--- src/soc_pkg.sv ---
// Shared bus widths, operation codes, device map and reset constants, imported by every design block.
`default_nettype none

package soc_pkg;

	// Data word and address widths of the peripheral bus.
	localparam int ARCHBITSZ = 32;
	localparam int ADDRBITSZ = 30;
	localparam int SELBITSZ  = ARCHBITSZ / 8;

	// Bus operation codes.
	localparam logic [1:0] PI1_OP_NOP = 2'd0;
	localparam logic [1:0] PI1_OP_WR  = 2'd1;
	localparam logic [1:0] PI1_OP_RD  = 2'd2;

	// Each device owns a fixed 4 KB window, which is 1024 words.
	localparam int DEVOFFBITSZ = 10;
	localparam int DEVIDXBITSZ = ADDRBITSZ - DEVOFFBITSZ;

	// A bus address read either flat or as device index and word offset.
	typedef union packed {
		logic [ADDRBITSZ-1:0] word;
		struct packed {
			logic [DEVIDXBITSZ-1:0] dev_idx;
			logic [DEVOFFBITSZ-1:0] dev_off;
		} dev;
	} pi1_addr_u;

	// Device indices.
	// Anything above the GPIO index lands on the invalid device.
	localparam logic [1:0] S_DEVTBL  = 2'd0;
	localparam logic [1:0] S_GPIO    = 2'd1;
	localparam logic [1:0] S_INVALID = 2'd2;

	// Device table contents, one entry per index above.
	localparam int DEVCOUNT = 3;
	localparam logic [15:0] DEVTBL_ID [DEVCOUNT] = '{16'd7, 16'd6, 16'd0};
	localparam logic [DEVCOUNT-1:0] DEVTBL_USEINTR = 3'b010;

	// Last word of the table window holds the software reset control.
	localparam logic [DEVOFFBITSZ-1:0] DEVTBL_RSTOFF = 10'd1023;

	// General purpose I/O.
	localparam int GP0IOCOUNT = 16;
	localparam logic [DEVOFFBITSZ-1:0] GPIO_INOFF  = 10'd0;
	localparam logic [DEVOFFBITSZ-1:0] GPIO_OUTOFF = 10'd1;

	// Reset counter width; a full load gives 255 cycles of reset.
	localparam int RST_CNTR_BITSZ = 8;

endpackage

`default_nettype wire

--- src/pi1_if.sv ---
// One peripheral bus link; instantiate per link and connect the master and slave modports.
`timescale 1ns/1ps
`default_nettype none

interface pi1_if import soc_pkg::*; ();

	// Request side, driven by the master.
	logic [1:0]           op;
	pi1_addr_u            addr;
	logic [ARCHBITSZ-1:0] wdata;
	logic [SELBITSZ-1:0]  sel;

	// Response side, driven by the slave.
	logic [ARCHBITSZ-1:0] rdata;
	logic                 rdy;

	modport master (
		 output op
		,output addr
		,output wdata
		,output sel
		,input  rdata
		,input  rdy
	);

	modport slave (
		 input  op
		,input  addr
		,input  wdata
		,input  sel
		,output rdata
		,output rdy
	);

endinterface

`default_nettype wire

--- src/pi1_router.sv ---
// Peripheral bus decoder; steers host requests by device window and returns the selected read data.
`timescale 1ns/1ps
`default_nettype none

module pi1_router import soc_pkg::*; (
	 input  logic  clk100mhz_i
	,input  logic  sys_rst_i
	,pi1_if.slave  host
	,pi1_if.master devtbl_m
	,pi1_if.master gpio_m
);

	logic [1:0] req_dev;
	logic [1:0] rd_dev_q;
	logic       dev_rdy;
	logic       accept;

	// Window decode on the device index.
	always_comb begin
		if (host.addr.dev.dev_idx == DEVIDXBITSZ'(S_DEVTBL)) begin
			req_dev = S_DEVTBL;
		end else if (host.addr.dev.dev_idx == DEVIDXBITSZ'(S_GPIO)) begin
			req_dev = S_GPIO;
		end else begin
			req_dev = S_INVALID;
		end
	end

	// Only the selected device sees the request, the others see NOP.
	assign devtbl_m.op = (req_dev == S_DEVTBL) ? host.op : PI1_OP_NOP;
	assign gpio_m.op   = (req_dev == S_GPIO) ? host.op : PI1_OP_NOP;

	// Devices get the offset only.
	assign devtbl_m.addr.word = {{DEVIDXBITSZ{1'b0}}, host.addr.dev.dev_off};
	assign gpio_m.addr.word   = {{DEVIDXBITSZ{1'b0}}, host.addr.dev.dev_off};

	assign devtbl_m.wdata = host.wdata;
	assign gpio_m.wdata   = host.wdata;
	assign devtbl_m.sel   = host.sel;
	assign gpio_m.sel     = host.sel;

	// The invalid device is always ready and drops writes.
	always_comb begin
		case (req_dev)
			S_DEVTBL: dev_rdy = devtbl_m.rdy;
			S_GPIO:   dev_rdy = gpio_m.rdy;
			default:  dev_rdy = 1'b1;
		endcase
	end

	// Requests wait while the system is in reset.
	assign host.rdy = dev_rdy && !sys_rst_i;

	assign accept = host.rdy && (host.op != PI1_OP_NOP);

	// Remember which device took the request, its data shows up next cycle.
	always_ff @(posedge clk100mhz_i) begin
		if (sys_rst_i) begin
			rd_dev_q <= S_INVALID;
		end else if (accept) begin
			rd_dev_q <= req_dev;
		end
	end

	always_comb begin
		case (rd_dev_q)
			S_DEVTBL: host.rdata = devtbl_m.rdata;
			S_GPIO:   host.rdata = gpio_m.rdata;
			default:  host.rdata = '0;
		endcase
	end

endmodule

`default_nettype wire

--- src/reset_seq.sv ---
// System reset sequencer; combines the board reset with software warm reset and power-off requests.
`timescale 1ns/1ps
`default_nettype none

module reset_seq import soc_pkg::*; (
	 input  logic clk100mhz_i
	,input  logic rst_p
	,input  logic rst0_i
	,input  logic rst1_i
	,output logic sys_rst_o
);

	logic [RST_CNTR_BITSZ-1:0] rst_cntr;
	logic                      pwroff_q;
	logic                      swrst;
	logic                      swpwroff;

	// rst1 alone is a warm reset.
	// With rst0 also set it was a cold reset, which is handled the same way here.
	assign swrst    = rst1_i;
	assign swpwroff = rst0_i && !rst1_i;

	// Reload counter, held full while any reset source is active.
	always_ff @(posedge clk100mhz_i) begin
		if (rst_p || swrst) begin
			rst_cntr <= '1;
		end else if (rst_cntr != '0) begin
			rst_cntr <= rst_cntr - 1'b1;
		end
	end

	// Power-off latch.
	// Only the board reset brings the system back.
	always_ff @(posedge clk100mhz_i) begin
		if (rst_p) begin
			pwroff_q <= 1'b0;
		end else if (swpwroff) begin
			pwroff_q <= 1'b1;
		end
	end

	assign sys_rst_o = pwroff_q || (rst_cntr != '0);

endmodule

`default_nettype wire

--- src/devtbl.sv ---
// Device table slave; returns the fixed device list and holds the software reset control word.
`timescale 1ns/1ps
`default_nettype none

module devtbl import soc_pkg::*; (
	 input  logic clk100mhz_i
	,input  logic sys_rst_i
	,pi1_if.slave bus
	,output logic rst0_o
	,output logic rst1_o
);

	logic [DEVOFFBITSZ-1:0] off;
	logic [ARCHBITSZ-1:0]   rd_word;
	logic                   accept;
	logic                   ctrl_wr;

	// Single-cycle slave, never stalls.
	assign bus.rdy = 1'b1;

	assign off    = bus.addr.dev.dev_off;
	assign accept = bus.rdy && (bus.op != PI1_OP_NOP);

	// Control word takes byte lane 0 only.
	assign ctrl_wr = accept && (bus.op == PI1_OP_WR) && (off == DEVTBL_RSTOFF) && bus.sel[0];

	// Table entry layout.
	// Bits 15..0 hold the id, bit 16 the interrupt flag.
	always_comb begin
		rd_word = '0;
		if (off == DEVTBL_RSTOFF) begin
			rd_word[1:0] = {rst1_o, rst0_o};
		end else begin
			for (int k = 0; k < DEVCOUNT; k++) begin
				if (off == k) begin
					rd_word[15:0] = DEVTBL_ID[k];
					rd_word[16]   = DEVTBL_USEINTR[k];
				end
			end
		end
	end

	// Read data follows one cycle after acceptance.
	always_ff @(posedge clk100mhz_i) begin
		if (accept && (bus.op == PI1_OP_RD)) begin
			bus.rdata <= rd_word;
		end
	end

	// System reset ends whatever software request set these bits.
	always_ff @(posedge clk100mhz_i) begin
		if (sys_rst_i) begin
			rst0_o <= 1'b0;
			rst1_o <= 1'b0;
		end else if (ctrl_wr) begin
			rst0_o <= bus.wdata[0];
			rst1_o <= bus.wdata[1];
		end
	end

endmodule

`default_nettype wire

--- src/gpio.sv ---
// General purpose I/O slave; synchronized input port at offset 0 and output register at offset 1.
`timescale 1ns/1ps
`default_nettype none

module gpio import soc_pkg::*; (
	 input  logic                  clk100mhz_i
	,input  logic                  sys_rst_i
	,pi1_if.slave                  bus
	,input  logic [GP0IOCOUNT-1:0] gp0_i
	,output logic [GP0IOCOUNT-1:0] gp0_o
);

	logic [GP0IOCOUNT-1:0]  in_meta_q;
	logic [GP0IOCOUNT-1:0]  in_sync_q;
	logic [GP0IOCOUNT-1:0]  out_q;
	logic [DEVOFFBITSZ-1:0] off;
	logic [ARCHBITSZ-1:0]   rd_word;
	logic                   accept;
	logic                   out_wr;

	assign bus.rdy = 1'b1;

	assign off    = bus.addr.dev.dev_off;
	assign accept = bus.rdy && (bus.op != PI1_OP_NOP);
	assign out_wr = accept && (bus.op == PI1_OP_WR) && (off == GPIO_OUTOFF);

	// Two-stage synchronizer for the asynchronous pins.
	always_ff @(posedge clk100mhz_i) begin
		in_meta_q <= gp0_i;
		in_sync_q <= in_meta_q;
	end

	// Output register, written per byte lane.
	always_ff @(posedge clk100mhz_i) begin
		if (sys_rst_i) begin
			out_q <= '0;
		end else if (out_wr) begin
			for (int b = 0; b < GP0IOCOUNT / 8; b++) begin
				if (bus.sel[b]) begin
					out_q[b*8 +: 8] <= bus.wdata[b*8 +: 8];
				end
			end
		end
	end

	assign gp0_o = out_q;

	always_comb begin
		rd_word = '0;
		if (off == GPIO_INOFF) begin
			rd_word[GP0IOCOUNT-1:0] = in_sync_q;
		end else if (off == GPIO_OUTOFF) begin
			rd_word[GP0IOCOUNT-1:0] = out_q;
		end
	end

	// Registered read data, valid the cycle after acceptance.
	always_ff @(posedge clk100mhz_i) begin
		if (accept && (bus.op == PI1_OP_RD)) begin
			bus.rdata <= rd_word;
		end
	end

endmodule

`default_nettype wire

--- src/nexys_soc.sv ---
// Top level of the board control SoC; the external bus master drives the plain pi1 ports.
`timescale 1ns/1ps
`default_nettype none

module nexys_soc import soc_pkg::*; (
	 input  logic                  clk100mhz_i
	,input  logic                  rst_p
	,input  logic [1:0]            pi1_op_i
	,input  logic [ADDRBITSZ-1:0]  pi1_addr_i
	,input  logic [ARCHBITSZ-1:0]  pi1_data_i
	,input  logic [SELBITSZ-1:0]   pi1_sel_i
	,input  logic [GP0IOCOUNT-1:0] gp0_i
	,output logic [ARCHBITSZ-1:0]  pi1_data_o
	,output logic                  pi1_rdy_o
	,output logic [GP0IOCOUNT-1:0] gp0_o
	,output logic                  sys_rst_o
);

	logic sys_rst;
	logic devtbl_rst0;
	logic devtbl_rst1;

	pi1_if host_bus ();
	pi1_if devtbl_bus ();
	pi1_if gpio_bus ();

	// External master onto the host link.
	assign host_bus.op        = pi1_op_i;
	assign host_bus.addr.word = pi1_addr_i;
	assign host_bus.wdata     = pi1_data_i;
	assign host_bus.sel       = pi1_sel_i;
	assign pi1_data_o         = host_bus.rdata;
	assign pi1_rdy_o          = host_bus.rdy;

	assign sys_rst_o = sys_rst;

	reset_seq reset_seq (
		 .clk100mhz_i (clk100mhz_i)
		,.rst_p       (rst_p)
		,.rst0_i      (devtbl_rst0)
		,.rst1_i      (devtbl_rst1)
		,.sys_rst_o   (sys_rst)
	);

	pi1_router pi1_router (
		 .clk100mhz_i (clk100mhz_i)
		,.sys_rst_i   (sys_rst)
		,.host        (host_bus.slave)
		,.devtbl_m    (devtbl_bus.master)
		,.gpio_m      (gpio_bus.master)
	);

	devtbl devtbl (
		 .clk100mhz_i (clk100mhz_i)
		,.sys_rst_i   (sys_rst)
		,.bus         (devtbl_bus.slave)
		,.rst0_o      (devtbl_rst0)
		,.rst1_o      (devtbl_rst1)
	);

	// Switches in, LEDs out.
	gpio gpio_switches_leds (
		 .clk100mhz_i (clk100mhz_i)
		,.sys_rst_i   (sys_rst)
		,.bus         (gpio_bus.slave)
		,.gp0_i       (gp0_i)
		,.gp0_o       (gp0_o)
	);

endmodule

`default_nettype wire

--- config.mk ---
export PLATFORM = sky130hd
export DESIGN_NAME = nexys_soc
export DESIGN_NICKNAME = d
export VERILOG_FILES = /design/src/soc_pkg.sv /design/src/pi1_if.sv /design/src/pi1_router.sv /design/src/reset_seq.sv /design/src/devtbl.sv /design/src/gpio.sv /design/src/nexys_soc.sv
export SDC_FILE = /design/constraint.sdc
export NUM_CORES = 1
export LEC_CHECK = 0
export ABC_AREA = 1
export BUFFER_PORTS_ARGS = -buffer_cell sky130_fd_sc_hd__buf_2
export CAP_MARGIN = 40
export CORE_MARGIN = 10
export CORE_UTILIZATION = 40
export CTS_BUF_LIST = sky130_fd_sc_hd__clkbuf_4 sky130_fd_sc_hd__clkbuf_8 sky130_fd_sc_hd__clkbuf_16
export DETAILED_ROUTE_END_ITERATION = 8
export PLACE_DENSITY = 0.79
export SLEW_MARGIN = 30
export SYNTH_ARGS = -nofsm -noshare
export SYNTH_HDL_FRONTEND = slang
export SYNTH_SLANG_ARGS = --single-unit
--- constraint.sdc ---
create_clock -name clk100mhz_i -period 5.5 [get_ports clk100mhz_i]
set_input_delay 0.55 -clock clk100mhz_i [delete_from_list [all_inputs] [get_ports clk100mhz_i]]
set_output_delay 0.55 -clock clk100mhz_i [all_outputs]
set_load 0.01 [all_outputs]
**Yosys cells after proc, flatten, opt, wreduce, memory -nomap -nowiden**

Index checks and enable logic that the tools add are counted.

- Add/sub/neg operators: 1
- $mul: 0
- Div/mod/pow operators: 0
- Order comparisons: 0
- Equality and inequality tests: 10
- Shifts and indexed selects: 0
- Mux-type cells: 11
- Bitwise logic cells: 0
- Reductions and logical operators: 25

Operators by type and width:

| cell | number |
|---|---|
| one-hot mux 17 bit (2 select lines) | 1 |
| two-way mux 16 bit | 2 |
| equality test 20 x 1 -> 1 bit (second input constant) | 1 |
| logical NOT 20 bit | 1 |
| two-way mux 17 bit | 1 |
| two-way mux 2 bit | 6 |
| equality test 10 x 1 -> 1 bit (second input constant) | 1 |
| equality test 10 bit (second input constant) | 1 |
| equality test 10 x 2 -> 1 bit (second input constant) | 1 |
| logical NOT 10 bit | 1 |
| logical AND 1 bit | 9 |
| equality test 2 x 1 -> 1 bit (second input constant) | 4 |
| nonzero test 8 bit | 1 |
| subtractor 8 x 1 -> 8 bit (second input constant) | 1 |
| nonzero test 2 bit | 3 |
| equality test 2 bit (second input constant) | 2 |
| logical NOT 2 bit | 2 |
| AND reduction 2 bit | 2 |
| two-way mux 3 bit | 1 |
| OR reduction 3 bit | 1 |
| logical NOT 1 bit | 2 |
| logical OR 1 bit | 2 |
| OR reduction 2 bit | 1 |

- Register bits: 94
- Bits in latches: 0
- RAM bits: 0
- Bits in read-only memories: 0
- Input port bits: 86
- Memories: 0

**Depth between registers and ports, before layout**

- Word-level depth: 9
- Mapped depth: 10
- Depth with buffers taken out: 9

**Cells and area by module**

Synthesis repeated with hierarchy kept, for this count alone.

- Cell total of the unflattened synthesis: 664
- Area, all modules: 5,017.3 um^2

By module, submodules not included:

| module | instances | cells an instance | area an instance (um^2) | sequential area each (um^2) |
|---|---|---|---|---|
| gpio | 1 | 219 | 2,173.3 | 1,441.4 |
| pi1_router | 1 | 297 | 1,796.7 | 40.0 |
| devtbl | 1 | 74 | 541.8 | 160.2 |
| reset_seq | 1 | 74 | 505.5 | 180.2 |

**Least setup slack after synthesis**

Ideal clock, no wire load.

- Path kind: input port to flip-flop
- From: input port pi1_addr_i[17]
- To: register gpio_switches_leds.bus.rdata[0], enable pin
- Setup time: 0.409 ns
- Arrival time: 2.131 ns
- Required time: 5.091 ns
- Setup slack: 2.960 ns
- Cell stages on the path: 5
- Buffers on the path: 0
- Path through: nor2_1 > nand2_1 > nor2_1 > nand2_1 > nor3_1

- Cells in the longest elaborated chain, start to end: 7

Ends and longest elaborated chain:

| element | line | RTL |
|---|---|---|
| start: declaration | nexys_soc.sv:9 | `,input logic [ADDRBITSZ-1:0] pi1_addr_i` |
| equality test 20 x 1 -> 1 bit | pi1_router.sv:22 | `end else if (host.addr.dev.dev_idx == DEVIDXBITSZ'(S_GPIO)) begin` |
| two-way mux 2 bit | pi1_router.sv:22 |  |
| two-way mux 2 bit * | pi1_router.sv:20 | `if (host.addr.dev.dev_idx == DEVIDXBITSZ'(S_DEVTBL)) begin` |
| equality test 2 x 1 -> 1 bit * | pi1_router.sv:31 | `assign gpio_m.op = (req_dev == S_GPIO) ? host.op : PI1_OP_NOP;` |
| two-way mux 2 bit * | pi1_router.sv:31 |  |
| equality test 2 bit / nonzero test 2 bit (equally long branches) | gpio.sv:59, gpio.sv:24 |  |
| logical AND 1 bit * | gpio.sv:59 | `if (accept && (bus.op == PI1_OP_RD)) begin` |
| end signal: assignment | gpio.sv:60 | `bus.rdata <= rd_word;` |
| end: declaration | pi1_if.sv:31 | `,output rdata` |

Mark *: on every way between the ends. The rest lies on a longest branch, timed or not.
A chain may end at the register's enable or synchronous reset.

**Worst setup path in the final report**

- From: register reset_seq.rst_cntr[0]
- To: output port sys_rst_o

- Cells in the longest elaborated chain, start to end: 2

Ends and longest elaborated chain:

| element | line | RTL |
|---|---|---|
| start: declaration | reset_seq.sv:13 | `logic [RST_CNTR_BITSZ-1:0] rst_cntr;` |
| start signal: assignment | reset_seq.sv:28 | `rst_cntr <= rst_cntr - 1'b1;` |
| nonzero test 8 bit | reset_seq.sv:42 | `assign sys_rst_o = pwroff_q \|\| (rst_cntr != '0);` |
| logical OR 1 bit | reset_seq.sv:42 |  |
| end: declaration | nexys_soc.sv:16 | `,output logic sys_rst_o` |

Every way passes these cells.

==> impl_results.md <==
- CP max stage delay: 410 ps
- Crit-path slowest cell: nor2_2
- RSZ-0062 raised after global routing: false
- Crit path max fanout: 13
- Most common cell on crit path: inv_1
- Setup TNS: 0 ps
- Drt total wl: just over 8000 µm
- CP Cell Sequence: inv_1 > ha_1 > nand4_1 > nor2_1 > nand2_2 > nor2_2 > buf_8 > inv_1 > buf_2
- Initial antenna violation count: 0
- First-pass GRT wire length: 12,400 µm
- Antenna viol nets, final: 0
- HP Start: gp0_i[8]
- Finished Cell Area: 3990 µm²
- Multi-input logic area: around 1100 µm²
- Post-DP HPWL: about 6300 µm
- Reg2reg start: reset_seq.rst_cntr[0]
- Synth area leader: dfxtp_1
- Tot GR Track Use: between 10% and 20%
- Status: finished, final reports clean
- Setup CP Type: register to primary output
- Leak: 2.09 nW
- Worst min path class: input port to register
- Slew Viols, Final: 0
- Pre-antenna DRT Iters: 4
- Most frequent cell after synthesis: nor2_1
- DRC Markers: 0
- Register area share after synthesis: 56.3%
- Initial Util: 41.5%
- Ys Warns: 0
- Distinct cell type count after synthesis: 28
- Total Power: ~1.1 mW
- CP arrival: 2360 ps
- Gpl congestion: roughly 0.76
- Hold-fix buffers at CTS: 0
- Avg Inst Size Synth: ~8.6 µm²
- Final #Nets: 570
- Worst Setup Start Kind: register
- Ant. Diodes: 0
- Total die area: 12,100 µm²
- Die X-Extent: around 110 µm
- IO Port Bufs: 102
- Synth-to-layout area growth: 23.1%
- Max Clock Freq: 343 MHz
- Global route overflow: 0
- Commonest cells in the netlist: nor2_1, dfxtp_1, nand2_1, inv_1, nand3_1
- Worst-skew pair later-pin latency: 350 ps
- Clock Sinks: 81
- Clk root buf: clkbuf_8
- Die Y: 110 µm
- H-tree Lvls: 3
- Dominant synthesized flop cell: dfxtp_1
- Core area: 7810 µm²
- Crit end category: primary output
- Async set-reset flop share out of synthesis: 0%
- Fin. Hold Viols: 0
- Pwr Density: 277 nW/µm²
- Crit share post-route: ~53%
- Max_cap viols: 0
- Slew HR: between 40% and 50%
- DR vias: around 2,700
- Vias in the first global route: 2,651
- Site Rows: 32
- Number of CTS-inserted buffers: 9
- Placed cell count: roughly 570
- Slew @ Worst Pin: 772 ps
- Setup Buffers After CTS: 0
- Final setup vio count: 0
- CTS tree: done
- DRT iter0 DRCs: 130
- Wirelength per Cell: 13.7 µm
- Synthesized cell area: ~3200 µm²
- I/O pins: 136
- Share of layout cells above drive strength 1: 28.1%
- Min Tclk post-route: 2910 ps
- Worst vdd ir: 0.248 mV
- Vias/cell: 4.54
- Area post-placement: 3790 µm²
- FF/Latch Area: 1820 µm²
- Hold WS: 289 ps
- Post-CTS Resized: 0
- Synth top area cells: dfxtp_1, edfxtp_1, nor2_1
- Layout Cells excl Fill: 590
- Flops & latches, synth: between 80 and 90
- EDFF count, synth: 20
- Skew final: 8.80 ps
- Reg clk slew, reported paths: 90 ps
- Post-synth top area share: 37.7%
- Fill count: between 700 and 800
- Critical path required time: 4950 ps
- Post-Synthesis Cells: between 300 and 400
- Critical Path Source: reset_seq.rst_cntr[0]
- Pin count of the biggest net entering global routing: 20
- CTS max path bufs: 2
==> metal layers <==
| layer | wire length, µm | share of wire, % | vias to the layer above | track usage [%] |
|---|---|---|---|---|
| met5 | 0 | 0 | - | 0 |
| met4 | 191 | 2.4 | 0 | 6.78 |
| met3 | 657 | 8.2 | 15 | 3.60 |
| met2 | 4050 | 50 | 94 | 22.9 |
| met1 | 3160 | 39 | 1212 | 14.3 |
| li1 | - | - | 1358 | - |
==> metrics by stage <==
stage / setup WS (ps) / utilization [%]
final: 2590 / 51.1
after detailed placement: 3030 / 48.5
after floorplan: 2960 / -
after global routing: 2440 / 51.1
after CTS: 2610 / 51.1
after global placement: 2880 / 48.2
==> sequential cells by signal, indices dropped and copies added, names as in the netlist <==
name and flops:
gpio_switches_leds.bus.rdata 16, gpio_switches_leds.gp0_o 16, gpio_switches_leds.in_meta_q 16, gpio_switches_leds.in_sync_q 16, reset_seq.rst_cntr 8, devtbl.bus.rdata 4, pi1_router.rd_dev_q 2, devtbl.rst0_o 1
devtbl.rst1_o 1, reset_seq.pwroff_q 1
==> critical path: cells and delay by family (launching register included) <==
kind / cells / cell delay [ps]
DFF: 1 / 320
buffers and inverters: 4 / 540
and+or+nand+nor: 4 / 950
adders and majority gates: 1 / 210
==> report_power, final <==
part,switching (mW),internal [mW]
clock network,0.230,0.200
logic,0.0260,0.0222
registers,0.00417,0.620
total,0.260,0.843
==> cells by family after synthesis <==
kind of cell	count (synthesis)	share of synthesized area [%]
AND/OR/NAND/NOR	186	26.2
flip-flops	81	56.3
buffers and inverters	76	11.4
AO/OA/AOI/OAI	30	4.91
XOR/XNOR	3	0.812
adder cells (fa/ha/maj)	1	0.386
other	1	0.116
==> cell type report <==
cell class                      count  area share, %
Timing Repair Buffer              103           13.2
Inverter                           53           4.99
Clock buffer                       10           3.73
Sequential cell                    81           45.7
Multi-Input combinational cell    235           27.9
Clock inverter                      6           1.32
Tap cell                          102           3.20
==> placed cells by master (no fill, tap or decap) <==
master / synthesis / routed
buf_8: 0 / 1
dfxtp_1: 61 / 61
nand3_1: 25 / 25
xnor2_1: 1 / 1
nor2_8: 2 / 2
or2_2: 1 / 1
nor2_1: 75 / 75
inv_4: 0 / 1
edfxtp_1: 20 / 20
nand4_1: 3 / 3
o21ai_0: 24 / 24
nor2_2: 3 / 3
or2_4: 1 / 1
nand3_4: 2 / 2
clkbuf_8: 0 / 9
inv_1: 52 / 52
clkinv_4: 0 / 1
ha_1: 1 / 1
conb_1: 1 / 15
o22ai_1: 1 / 1
nor3_4: 0 / 1
nand2_1: 61 / 61
nand2_2: 5 / 5
inv_6: 0 / 3
clkbuf_16: 0 / 1
buf_2: 0 / 102
inv_8: 0 / 1
nor2_4: 1 / 1
nand2_4: 1 / 1
o211ai_1: 3 / 3
inv_2: 1 / 1
nor3_1: 6 / 5
xor2_1: 2 / 2
a21oi_1: 2 / 2
==> worst paths after layout <==
| path | end | slack, ps | cells past startpoint |
|---|---|---|---|
| worst max register to register | pi1_router.rd_dev_q[0] | 3460 | 9 |
| worst min-delay path | gpio_switches_leds.in_meta_q[8] | 290 | 1 |
| worst max-delay path | sys_rst_o | 2590 | 9 |
| worst min register to register | gpio_switches_leds.in_sync_q[7] | 330 | 0 |
(Power assumes the default switching activity.)
